[src/hw/tag_store_defines.svh]
// Size macros of the cache tag store; include in every file that sizes a port or an array
`ifndef TAG_STORE_DEFINES_SVH
`define TAG_STORE_DEFINES_SVH

// Ways per set
// The way number type in the package is two bits wide, so this stays at four
`define TS_NUM_WAYS 4

// Set index width, 16 sets
`define TS_INDEX_W 4

// Stored tag width
`define TS_TAG_W 8

`endif
[src/hw/tag_store_pkg.sv]
// Shared types of the cache tag store; import into every module that carries tags or lines
`include "tag_store_defines.svh"

package tag_store_pkg;

  // Request operation
  typedef enum logic {
    OP_LOOKUP = 1'b0,
    OP_FLUSH  = 1'b1
  } op_e;

  // Controller states, one request in flight
  typedef enum logic {
    ST_IDLE = 1'b0,
    ST_RESP = 1'b1
  } state_e;

  typedef logic [`TS_TAG_W-1:0]    tag_t;
  typedef logic [`TS_INDEX_W-1:0]  index_t;
  typedef logic [`TS_NUM_WAYS-1:0] way_mask_t;
  typedef logic [1:0]              way_idx_t;

  // Content of one way in one set
  typedef struct packed {
    logic valid;
    logic dirty;
    tag_t tag;
  } line_t;

endpackage

[src/hw/tag_store_top.sv]
// Top level of the cache tag store; controller, one tag_way per way and the way selector
`include "tag_store_defines.svh"
`timescale 1ns/10ps

module tag_store_top import tag_store_pkg::*; (
  input  logic      clk_i,
  input  logic      rst_n_i,
  // Request port
  input  logic      req_valid_i,
  output logic      req_ready_o,
  input  op_e       req_op_i,
  input  index_t    req_index_i,
  input  tag_t      req_tag_i,
  input  logic      req_dirty_i,
  input  way_mask_t req_way_mask_i,
  // Response port
  output logic      res_valid_o,
  input  logic      res_ready_i,
  output logic      res_hit_o,
  output way_mask_t res_way_o,
  output logic      res_evict_o,
  output tag_t      res_evict_tag_o
);

  // Registered request
  op_e       op_q;
  tag_t      tag_q;
  logic      dirty_q;
  way_mask_t mask_q;
  logic      res_fire;

  // Shared array controls
  way_mask_t ram_rd;
  way_mask_t ram_we;
  index_t    ram_index;
  line_t     ram_wdata;

  // Way results
  line_t [`TS_NUM_WAYS-1:0] lines;
  way_mask_t                match;

  // Write-back decision
  way_mask_t sel_way;
  logic      wr_en;
  line_t     wr_line;

  tag_ctrl i_tag_ctrl (
    .clk_i          (clk_i),
    .rst_n_i        (rst_n_i),
    .req_valid_i    (req_valid_i),
    .req_op_i       (req_op_i),
    .req_index_i    (req_index_i),
    .req_tag_i      (req_tag_i),
    .req_dirty_i    (req_dirty_i),
    .req_way_mask_i (req_way_mask_i),
    .req_ready_o    (req_ready_o),
    .res_valid_o    (res_valid_o),
    .res_ready_i    (res_ready_i),
    .res_fire_o     (res_fire),
    .op_q_o         (op_q),
    .tag_q_o        (tag_q),
    .dirty_q_o      (dirty_q),
    .mask_q_o       (mask_q),
    .sel_way_i      (sel_way),
    .wr_en_i        (wr_en),
    .wr_line_i      (wr_line),
    .ram_rd_o       (ram_rd),
    .ram_we_o       (ram_we),
    .ram_index_o    (ram_index),
    .ram_wdata_o    (ram_wdata)
  );

  // Identical ways, each compares against the held request tag
  for (genvar w = 0; w < `TS_NUM_WAYS; w++) begin : gen_ways
    tag_way i_tag_way (
      .clk_i     (clk_i),
      .rst_n_i   (rst_n_i),
      .rd_i      (ram_rd[w]),
      .we_i      (ram_we[w]),
      .index_i   (ram_index),
      .wdata_i   (ram_wdata),
      .cmp_tag_i (tag_q),
      .line_o    (lines[w]),
      .match_o   (match[w])
    );
  end

  way_select i_way_select (
    .clk_i           (clk_i),
    .rst_n_i         (rst_n_i),
    .op_i            (op_q),
    .dirty_i         (dirty_q),
    .mask_i          (mask_q),
    .lines_i         (lines),
    .match_i         (match),
    .res_fire_i      (res_fire),
    .sel_way_o       (sel_way),
    .wr_en_o         (wr_en),
    .wr_line_o       (wr_line),
    .res_hit_o       (res_hit_o),
    .res_way_o       (res_way_o),
    .res_evict_o     (res_evict_o),
    .res_evict_tag_o (res_evict_tag_o)
  );

endmodule

[src/hw/way_select.sv]
// Merges the way read results; picks hit or victim way, forms the response and the write-back line
`include "tag_store_defines.svh"
`timescale 1ns/10ps

module way_select import tag_store_pkg::*; (
  input  logic                       clk_i,
  input  logic                       rst_n_i,
  input  op_e                        op_i,
  input  logic                       dirty_i,
  input  way_mask_t                  mask_i,
  input  line_t [`TS_NUM_WAYS-1:0]   lines_i,
  input  way_mask_t                  match_i,
  input  logic                       res_fire_i,
  output way_mask_t                  sel_way_o,
  output logic                       wr_en_o,
  output line_t                      wr_line_o,
  output logic                       res_hit_o,
  output way_mask_t                  res_way_o,
  output logic                       res_evict_o,
  output tag_t                       res_evict_tag_o
);

  way_mask_t valid_way;
  way_mask_t hit_way;
  way_mask_t free_way;
  way_mask_t victim_way;
  way_idx_t  ptr_q;
  way_idx_t  free_idx;
  way_idx_t  rr_idx;
  way_idx_t  victim_idx;
  logic      is_lookup;
  logic      hit;
  logic      use_rr;
  line_t     sel_line;

  always_comb begin
    for (int w = 0; w < `TS_NUM_WAYS; w++) begin
      valid_way[w] = lines_i[w].valid;
    end
  end

  assign is_lookup = (op_i == OP_LOOKUP);
  assign hit_way   = match_i & mask_i;
  assign hit       = is_lookup & (|hit_way);

  // Invalid ways among the enabled ones
  assign free_way = mask_i & ~valid_way;
  assign use_rr   = ~(|free_way);

  // Lowest free way wins
  always_comb begin
    free_idx = '0;
    for (int w = `TS_NUM_WAYS - 1; w >= 0; w--) begin
      if (free_way[w]) begin
        free_idx = way_idx_t'(w);
      end
    end
  end

  // First enabled way at or above the pointer, wrapping around
  always_comb begin : proc_rr
    way_idx_t cand;
    rr_idx = ptr_q;
    for (int k = `TS_NUM_WAYS - 1; k >= 0; k--) begin
      cand = ptr_q + way_idx_t'(k);
      if (mask_i[cand]) begin
        rr_idx = cand;
      end
    end
  end

  assign victim_idx = use_rr ? rr_idx : free_idx;
  // No victim at all with an empty mask
  assign victim_way = (|mask_i) ? (way_mask_t'(1) << victim_idx) : '0;

  // Flush names its way, lookup takes the hit or else the victim
  always_comb begin
    if (!is_lookup) begin
      sel_way_o = mask_i;
    end else if (hit) begin
      sel_way_o = hit_way;
    end else begin
      sel_way_o = victim_way;
    end
  end

  // Stored line of the selected way, one-hot OR mux
  always_comb begin
    sel_line = '0;
    for (int w = 0; w < `TS_NUM_WAYS; w++) begin
      if (sel_way_o[w]) begin
        sel_line = sel_line | lines_i[w];
      end
    end
  end

  always_comb begin
    wr_en_o   = 1'b0;
    wr_line_o = '0;
    if (!is_lookup) begin
      // Flush clears the way
      wr_en_o = 1'b1;
    end else if (hit) begin
      // Only a clean line needs the dirty upgrade
      wr_en_o   = dirty_i & ~sel_line.dirty;
      wr_line_o = line_t'{valid: 1'b1, dirty: 1'b1, tag: sel_line.tag};
    end else begin
      // Refill, tag comes from the controller
      wr_en_o         = |mask_i;
      wr_line_o.valid = 1'b1;
      wr_line_o.dirty = dirty_i;
    end
  end

  // Pointer moves past the victim only when it made the choice
  always_ff @(posedge clk_i or negedge rst_n_i) begin
    if (!rst_n_i) begin
      ptr_q <= '0;
    end else if (res_fire_i && is_lookup && !hit && use_rr && (|mask_i)) begin
      ptr_q <= victim_idx + 2'd1;
    end
  end

  assign res_hit_o       = hit;
  assign res_way_o       = sel_way_o;
  // Hits never evict; miss and flush evict a valid dirty line
  assign res_evict_o     = ~hit & sel_line.valid & sel_line.dirty;
  assign res_evict_tag_o = res_evict_o ? sel_line.tag : '0;

endmodule

[src/hw/tag_way.sv]
// One way of the tag store; tag and dirty array per set, valid flops, registered read and compare
`include "tag_store_defines.svh"
`timescale 1ns/10ps

module tag_way import tag_store_pkg::*; (
  input  logic   clk_i,
  input  logic   rst_n_i,
  input  logic   rd_i,
  input  logic   we_i,
  input  index_t index_i,
  input  line_t  wdata_i,
  input  tag_t   cmp_tag_i,
  output line_t  line_o,
  output logic   match_o
);

  localparam int unsigned num_sets = 1 << `TS_INDEX_W;

  // Valid bits must be known after reset
  logic [num_sets-1:0] valid_q;

  // Tag and dirty storage, one entry per set
  tag_t tag_mem   [num_sets];
  logic dirty_mem [num_sets];

  // Read register, holds until the next read
  line_t line_q;

  always_ff @(posedge clk_i or negedge rst_n_i) begin
    if (!rst_n_i) begin
      valid_q <= '0;
    end else if (we_i) begin
      valid_q[index_i] <= wdata_i.valid;
    end
  end

  always_ff @(posedge clk_i) begin
    if (we_i) begin
      tag_mem[index_i]   <= wdata_i.tag;
      dirty_mem[index_i] <= wdata_i.dirty;
    end
  end

  // An invalid entry reads back as an all-zero line
  always_ff @(posedge clk_i or negedge rst_n_i) begin
    if (!rst_n_i) begin
      line_q <= '0;
    end else if (rd_i) begin
      line_q <= valid_q[index_i] ?
                line_t'{valid: 1'b1, dirty: dirty_mem[index_i], tag: tag_mem[index_i]} :
                line_t'('0);
    end
  end

  assign line_o = line_q;

  // Hit in this way
  assign match_o = line_q.valid & (line_q.tag == cmp_tag_i);

endmodule

[src/hw/tag_ctrl.sv]
// Request register and idle/respond FSM of the tag store; drives the shared way array controls
`include "tag_store_defines.svh"
`timescale 1ns/10ps

module tag_ctrl import tag_store_pkg::*; (
  input  logic      clk_i,
  input  logic      rst_n_i,
  // Request port
  input  logic      req_valid_i,
  input  op_e       req_op_i,
  input  index_t    req_index_i,
  input  tag_t      req_tag_i,
  input  logic      req_dirty_i,
  input  way_mask_t req_way_mask_i,
  output logic      req_ready_o,
  // Response handshake
  output logic      res_valid_o,
  input  logic      res_ready_i,
  output logic      res_fire_o,
  // Registered request towards the ways and the selector
  output op_e       op_q_o,
  output tag_t      tag_q_o,
  output logic      dirty_q_o,
  output way_mask_t mask_q_o,
  // Write-back decision from the selector
  input  way_mask_t sel_way_i,
  input  logic      wr_en_i,
  input  line_t     wr_line_i,
  // Array controls, broadcast to all ways
  output way_mask_t ram_rd_o,
  output way_mask_t ram_we_o,
  output index_t    ram_index_o,
  output line_t     ram_wdata_o
);

  state_e    state_q;
  state_e    state_d;
  logic      accept;

  // Captured request
  op_e       op_q;
  logic      dirty_q;
  way_mask_t mask_q;
  tag_t      tag_q;
  index_t    index_q;

  // Ready only while nothing is outstanding
  assign req_ready_o = (state_q == ST_IDLE);
  assign res_valid_o = (state_q == ST_RESP);

  assign accept     = req_valid_i & req_ready_o;
  assign res_fire_o = res_valid_o & res_ready_i;

  // Next state
  always_comb begin
    state_d = state_q;
    unique case (state_q)
      ST_IDLE: begin
        if (accept) begin
          state_d = ST_RESP;
        end
      end
      ST_RESP: begin
        // Back to idle once the response is taken, write-back happens on the same edge
        if (res_fire_o) begin
          state_d = ST_IDLE;
        end
      end
      default: begin
        state_d = ST_IDLE;
      end
    endcase
  end

  always_ff @(posedge clk_i or negedge rst_n_i) begin
    if (!rst_n_i) begin
      state_q <= ST_IDLE;
    end else begin
      state_q <= state_d;
    end
  end

  // Opcode, dirty flag and mask steer the selector
  always_ff @(posedge clk_i or negedge rst_n_i) begin
    if (!rst_n_i) begin
      op_q    <= OP_LOOKUP;
      dirty_q <= 1'b0;
      mask_q  <= '0;
    end else if (accept) begin
      op_q    <= req_op_i;
      dirty_q <= req_dirty_i;
      mask_q  <= req_way_mask_i;
    end
  end

  // Tag and index only matter while a response is pending
  always_ff @(posedge clk_i) begin
    if (accept) begin
      tag_q   <= req_tag_i;
      index_q <= req_index_i;
    end
  end

  assign op_q_o    = op_q;
  assign tag_q_o   = tag_q;
  assign dirty_q_o = dirty_q;
  assign mask_q_o  = mask_q;

  // Read the enabled ways in the accept cycle, data is back for the respond state
  assign ram_rd_o = {`TS_NUM_WAYS{accept}} & req_way_mask_i;

  // Write into the selected way on the transfer edge
  assign ram_we_o = {`TS_NUM_WAYS{res_fire_o & wr_en_i}} & sel_way_i;

  // Incoming index while idle, held index for the write-back
  assign ram_index_o = req_ready_o ? req_index_i : index_q;

  // The selector has no view of the request tag
  // Every valid line written belongs to the request, so the held tag goes in
  always_comb begin
    ram_wdata_o = wr_line_i;
    if (wr_line_i.valid) begin
      ram_wdata_o.tag = tag_q;
    end
  end

endmodule

[config.mk]
export PLATFORM = sky130hd
export DESIGN_NAME = tag_store_top
export DESIGN_NICKNAME = d
export VERILOG_FILES = /design/src/hw/tag_store_pkg.sv /design/src/hw/tag_store_top.sv /design/src/hw/way_select.sv /design/src/hw/tag_way.sv /design/src/hw/tag_ctrl.sv
export VERILOG_INCLUDE_DIRS = /design/src /design/src/hw
export SDC_FILE = /design/constraint.sdc
export NUM_CORES = 1
export LEC_CHECK = 0
export BUFFER_PORTS_ARGS = -buffer_cell sky130_fd_sc_hd__buf_2
export CORE_MARGIN = 2
export CORE_UTILIZATION = 55
export CTS_CLUSTER_SIZE = 14
export DETAILED_ROUTE_END_ITERATION = 16
export GPL_TIMING_DRIVEN = 0
export PLACE_DENSITY = 0.8
export SLEW_MARGIN = 20
export SYNTH_ARGS = -nofsm -noshare
export SYNTH_HDL_FRONTEND = slang
export SYNTH_HIERARCHICAL = 1
export SYNTH_SLANG_ARGS = --single-unit
[constraint.sdc]
create_clock -name clk_i -period 3.51 [get_ports clk_i]
set_input_delay 0.702 -clock clk_i [delete_from_list [all_inputs] [get_ports clk_i]]
set_output_delay 0.702 -clock clk_i [all_outputs]
set_load 0.005 [all_outputs]
==> results of run 1 <==
through the flow:
step	util, %	total power, mW	TNS [ns]	std cells	instance area [µm²]
floorplan	-	12.24	-0.3168	1545	28930
global placement	58.06	13.14	-618.72	2262	29970
detailed placement	58.32	13.32	-612.54	2269	30100
CTS	66.37	20.85	-5.917	2511	34260
global route	67.28	21.77	-130.34	2541	34730
finish	67.28	21.17	-48.64	2541	34730
cell type report:
cell class	count	share of cell area, %
flip-flops and latches	701	59.00
well taps	680	2.450
clock inverters	27	0.5981
plain buffers	91	1.711
inverters	13	0.1513
multi-input cells	749	25.60
repair buffers	187	4.864
clock buffers	93	5.624
critical path, delay by kind of cell (launching register included):
kind	cells	cell delay [ns]
compound gates	4	0.85
fa+ha+maj	1	0.21
flops	1	0.41
buf+inv	2	0.29
simple gates	6	1.10
power by group through the flow:
stage	sequential (mW)	combinational, mW	clock, mW
detailed placement	10.1	3.17	0
finish	10.0	4.02	7.13
global placement	10.1	3.03	0
CTS	9.97	3.68	7.21
global route	10.0	4.21	7.52
floorplan	10.0	2.22	0
cells in the mapped netlist (13+ instances only):
master    number
xnor2_1       20
dfrtp_1      113
buf_6         16
nor2b_1       16
nor2_1       117
buf_4         15
mux4_2       160
mux2_2        76
buf_2         34
o31ai_1       36
clkbuf_1      24
a22o_1        81
a22oi_1       13
inv_1         13
edfxtp_1     588
nand2_1       65
sequential cells by signal, indices dropped and copies added, names as in the netlist:
signal,count
gen_ways.i_tag_way/dirty_mem,64
i_tag_ctrl/dirty_q_o,1
i_tag_ctrl/tag_q_o,8
gen_ways.i_tag_way/line_o,40
i_way_select/ptr_q,2
gen_ways.i_tag_way/tag_mem,512
i_tag_ctrl/index_q,4
i_tag_ctrl/res_valid_o,1
i_tag_ctrl/mask_q_o,4
i_tag_ctrl/op_q_o,1
gen_ways.i_tag_way/valid_q,64
worst paths after layout:
kind,from,to,depth (start not counted)
setup / recovery,i_tag_ctrl/mask_q_o[1],res_evict_tag_o[4],13
hold / removal,req_tag_i[3],i_tag_ctrl/tag_q_o[3],1
setup reg to reg,i_tag_ctrl/mask_q_o[1],gen_ways[1].i_tag_way/valid_q[0],15
hold reg to reg,gen_ways[1].i_tag_way/valid_q[14],gen_ways[1].i_tag_way/valid_q[14],1
max in group asynchronous,rst_n_i,i_tag_ctrl/mask_q_o[0],3
min in group asynchronous,rst_n_i,gen_ways[1].i_tag_way/valid_q[7],2
cells by family (layout without fill, tap and decap cells):
family	after synthesis	in the layout	synth area share, %
simple gates	280	280	4.812
fa+ha+maj	4	4	0.1733
mux	244	254	15.82
flops	701	701	70.91
buf+inv	107	411	2.148
compound gates	177	179	5.163
xor+xnor	32	32	0.9702
per-layer routing:
layer	part of all wire, %	up-vias	track usage, %
met4	4.0	0	11.74
met3	11	198	5.237
li1	-	6787	-
met2	47	1090	42.27
met5	0	-	0
met1	38	8663	38.60
what timing repair did:
action                      CTS  global route
hold buffers                  1             0
hold endpoints to repair     17             0
setup endpoints to repair  1163           956
pin swaps                    65            38
buffers inserted            113            32
resized for setup           184            46
gates cloned                 10             4
==> run metrics, run 1 <==
Rel. slew slack=41.01%; initial antenna violation count=0; Starting Density=55.97%; TritonRoute pass-1 iters=7; fmax=240.3 MHz; post-layout min period=4.161 ns; post-DP HPWL=38.91 mm; Seq cells post-synth=701; Total Routing Usage GR=27.37%; Buffers on Ports=37; DR DRC count=0; post-synthesis area per instance=18.70 µm²; Setup WS post-layout=-0.6512 ns; Synth top area share=61.12%; switching power total=5.718 mW; Pint=15.46 mW; area taken by flip-flops and latches=20,490 µm²; CTS root buf=clkbuf_16; Fillers=2,997; fin nets=1,837; Clock Power Share=33.7%; Top Ports=38; detailed-route via count=16,740; fin. max-slew vios=0; Synthesized Nets=1,571; commonest cells after routing, fill and taps aside=edfxtp_1 (588), mux4_2 (160), buf_4 (126), dfrtp_1 (109), a22o_1 (81); number of synthesized flops with an enable pin=588; LEAKAGE=12.17 nW; Chip Height=233.2 µm; Worst VDD drop=322.1 µV; CTS tree=done; most common cell after layout, fill and taps aside=edfxtp_1; antenna-violating nets left=0; Initial DRC Count=2,276; worst hold path class=input port to register; routed len/inst=29.07 µm; Clock transition at path regs=0.07 ns; Max-Cap Viols=0; RSZ-0062 raised after global routing=true; Seq/Total Area, Yosys=70.91%; Arr. time, crit path=3.46 ns; row cnt=83; outcome=complete, but fails checks; cell taking the most area after synthesis=edfxtp_1; H-Tree Depth=3; CTS buffer count=68; final WL=73.86 mm; Cell Area, Synth=28,890 µm²; Hold Violations, Final=0; core footprint=51,610 µm²; crit end category=output pin; CP required=2.81 ns; Mapped Cells=1,545; worst-path cell chain=buf_6, nor2b_4, nor4_4, nand2_1, a21oi_2, nor2_2, ha_2, a22o_1, a221oi_2, nand4_1, o2111ai_4, nor2_1, buf_2; critical path class=register to output pin; layout cells sized above 1=39.82%; gp weighted congestion=0.9102; setup slack, reg-to-reg=-0.26 ns; Crit Path Max Fanout=5; WHS=0.2558 ns; Worst Max-Slew Pin Slew=0.8849 ns; CP Launch Type=register; failing checks=setup timing; area of the multi-input gates=8890 µm²; first-pass GRT wire length=107.9 mm; endpoints failing setup=611; CTS Buffer Depth=3; Post-Place Worst Slack=-1.170 ns; Die Wd=233.2 µm; Sink Count=701; Comb pwr share=19.0%; Async SR Flop Fraction=16.12%; worst skew pair latency=0.63 ns; Netlist cell types=59; number of synthesis warnings=6; Pwr Density=609.7 nW/µm²; drt via density=6.587; Seq pwr share=47.3%; sw frac=27.00%; crit-path max cell delay=0.41 ns; vias in the first global route=16,780; total gr overflow=0; main area contributors after synthesis=edfxtp_1 (61%), mux4_2 (12%), dfrtp_1 (9.8%), mux2_2 (3.0%), a22o_1 (2.5%); Synth-to-Final Area Change=20.21%; largest net degree at the start of global routing=82; Final period util=118.6%; # diodes=0; Worst Clk Skew=0.03340 ns; ys flop type=edfxtp_1; CP max stage cell=dfrtp_1; die area=54,370 µm²
(Power assumes the default switching activity.)
==> inputs of run 2 (changes only) <==
--- a/config.mk
+++ b/config.mk
@@ -11,8 +11,7 @@
 export CORE_UTILIZATION = 55
 export CTS_CLUSTER_SIZE = 14
 export DETAILED_ROUTE_END_ITERATION = 16
-export GPL_TIMING_DRIVEN = 0
-export PLACE_DENSITY = 0.8
+export PLACE_DENSITY = 0.77
 export SLEW_MARGIN = 20
 export SYNTH_ARGS = -nofsm -noshare
 export SYNTH_HDL_FRONTEND = slang
==> constraint.sdc (replaced) <==
create_clock -name clk_i -period 4.3 [get_ports clk_i]
set_input_delay 0.86 -clock clk_i [delete_from_list [all_inputs] [get_ports clk_i]]
set_output_delay 0.86 -clock clk_i [all_outputs]
set_load 0.005 [all_outputs]
==> run 2 against run 1 <==
The flow now finishes without violations. Combinational power shrank 29%. Largest power group unchanged. Sequential share of layout area grew 3.1 points. Critical path type unchanged. Non-clock buffer count shrank 118. Clock skew shrank 0.013 ns. Clock power shrank 16%. Wire length shrank 12%. Worst setup slack gained 0.74 ns.
==> run metrics, run 2 (synthesized netlist as in run 1, its figures left out) <==
antenna-violating nets left=0 (unchanged); CTS Buffer Depth=3 (unchanged); endpoints failing setup=0 (was 611); Crit. Startpoint=i_tag_ctrl/tag_q_o[2] (was i_tag_ctrl/mask_q_o[1]); die area=54,370 µm² (unchanged); crit-path max cell delay=0.51 ns (was 0.41 ns); layout cells sized above 1=32.30% (was 39.82%); worst hold path class=input port to async pin (was input port to register); CP Launch Type=register (unchanged); Top Ports=38 (unchanged); worst-path cell chain=xnor2_1, nand4_1, nor4_2, and3_1, o21a_2, nand2_1, a31oi_4, o2111ai_4, nor2_1, buf_2 (was buf_6, nor2b_4, nor4_4, nand2_1, a21oi_2, nor2_2, ha_2, a22o_1, a221oi_2, nand4_1, o2111ai_4, nor2_1, buf_2); biggest regs=gen_ways.i_tag_way/tag_mem x512, gen_ways.i_tag_way/dirty_mem x64, gen_ways.i_tag_way/valid_q x64 (unchanged); drt via density=6.342 (was 6.587); Rel. slew slack=29.48% (was 41.01%); Starting Density=55.97% (unchanged); Worst Clk Skew=0.02080 ns (was 0.03340 ns); total gr overflow=0 (unchanged); fin. max-slew vios=0 (unchanged); Worst Max-Slew Pin Slew=1.055 ns (was 0.8849 ns); Final period util=97.90%; WHS=0.3189 ns (was 0.2558 ns); CTS root buf=clkbuf_16 (unchanged); Die Wd=233.2 µm (unchanged); vias in the first global route=15,620 (was 16,780); DR DRC count=0 (unchanged); CP max stage cell=edfxtp_1 (was dfrtp_1); RSZ-0062 raised after global routing=true (unchanged); commonest cells after routing, fill and taps aside=edfxtp_1 (588), mux4_2 (160), nor2_1 (113), buf_4 (111), dfrtp_1 (110) (was edfxtp_1 (588), mux4_2 (160), buf_4 (126), dfrtp_1 (109), a22o_1 (81)); Sink Count=701 (unchanged); TritonRoute pass-1 iters=6 (was 7); row cnt=83 (unchanged); Worst VDD drop=324.6 µV (was 322.1 µV); Max-Cap Viols=0 (unchanged); Chip Height=233.2 µm (unchanged); setup slack, reg-to-reg=0.41 ns (was -0.26 ns); routed len/inst=26.91 µm (was 29.07 µm); # hold bufs at CTS=0 (was 1); crit end category=output pin (unchanged); LEAKAGE=11.52 nW (was 12.17 nW); Hold Violations, Final=0 (unchanged); gp weighted congestion=0.8675 (was 0.9102); critical path class=register to output pin (unchanged); CTS buffer count=71 (was 68); Setup WS post-layout=0.09045 ns (was -0.6512 ns); CTS tree=done (unchanged); initial antenna violation count=1 (was 0); first-pass GRT wire length=98.16 mm (was 107.9 mm); core footprint=51,610 µm² (unchanged); fin nets=1,712 (was 1,837); Pwr Density=515.1 nW/µm² (was 609.7 nW/µm²); largest register by flop count=gen_ways.i_tag_way/tag_mem (unchanged); most common cell after layout, fill and taps aside=edfxtp_1 (unchanged); final WL=65.04 mm (was 73.86 mm); post-layout min period=4.210 ns; Arr. time, crit path=3.35 ns (was 3.46 ns); outcome=finished clean (was complete, but fails checks); Synth-to-Final Area Change=14.20% (was 20.21%); max reg flops=512 (unchanged); r2r startpoint=i_tag_ctrl/tag_q_o[2] (was i_tag_ctrl/mask_q_o[1]); detailed-route via count=15,330 (was 16,740); Total Routing Usage GR=24.60% (was 27.37%); Buffers on Ports=37 (unchanged); CP required=3.44 ns (was 2.81 ns); worst skew pair latency=0.60 ns (was 0.63 ns); largest net degree at the start of global routing=85 (was 82); post-DP HPWL=40.30 mm (was 38.91 mm); fmax=237.6 MHz; Initial DRC Count=1,943 (was 2,276); Clock transition at path regs=0.06 ns (was 0.07 ns); H-Tree Depth=3 (unchanged); Post-Place Worst Slack=0.1511 ns (was -1.170 ns); # diodes=0 (unchanged); Crit Path Max Fanout=10 (was 5)
[run 2: cell count changes in the layout (fill, tap and decap cells not counted), sizes merged]
cell / change
buf: -94
clkbuf: -23
mux2: -10
clkinv: +2
bufinv: +1
clkinvlp: +1
dlygate4sd3: -1
[run 2: cell type report]
| class | instances | area [µm²] |
|---|---|---|
| fillers | 3392 | 18620 |
| multi-input cells | 739 | 8093 |
| flip-flops and latches | 701 | 20490 |
| repair buffers | 160 | 1256 |
| inverters | 13 | 52.55 |
| clock buffers | 93 | 1996 |
| clock inverters | 31 | 252.7 |
| well taps | 680 | 850.8 |
[run 2: what timing repair did]
action | in CTS | in global routing
endpoints found under the setup margin | 9 | 9
cloned | 1 | 1
pin swaps | 4 | 16
gates resized for setup | 15 | 35
setup buffers | 9 | 10
[run 2: per-stage QoR]
stage	instance area, µm²	power [mW]	TNS, ns	cells	util [%]
after detailed placement	30300	10.83	0	2272	58.70
after CTS	32700	16.88	0	2406	63.35
final	32990	16.99	0	2417	63.92
after global routing	32990	17.55	-0.3689	2417	63.92
after floorplan	28890	9.986	0	1545	-
after global placement	30300	10.75	0	2272	58.70
[run 2: worst paths after layout]
| kind | depth (start not counted) | to |
|---|---|---|
| max | 10 | res_evict_tag_o[4] |
| max reg2reg | 13 | gen_ways[2].i_tag_way/valid_q[6] |
| min reg2reg | 1 | gen_ways[1].i_tag_way/valid_q[15] |
| min | 1 | gen_ways[1].i_tag_way/valid_q[5] |
| min in group clk_i | 1 | i_tag_ctrl/index_q[3] |
| max in group asynchronous | 2 | i_tag_ctrl/mask_q_o[2] |
[run 2: critical path: cells and delay by family (launching register included)]
family                 cells  cell delay [ns]
flip-flops                 1             0.51
AND/OR/NAND/NOR            5             0.99
buffers and inverters      1             0.13
XOR/XNOR                   1             0.23
AO/OA/AOI/OAI              3             0.87
[run 2: power by group]
group	switching (mW)	leakage, nW	internal [mW]
registers	0.273	6.90	7.89
logic	1.65	3.52	1.20
clock network	2.47	1.10	3.50
[run 2: layer usage]
| metal | wire length, µm | vias to the layer above | GRT usage, % |
|---|---|---|---|
| li1 | - | 6503 | - |
| met1 | 27090 | 8009 | 35.82 |
| met5 | 0 | - | 0 |
| met3 | 5736 | 104 | 5.151 |
| met2 | 30830 | 713 | 38.35 |
| met4 | 1388 | 0 | 6.529 |
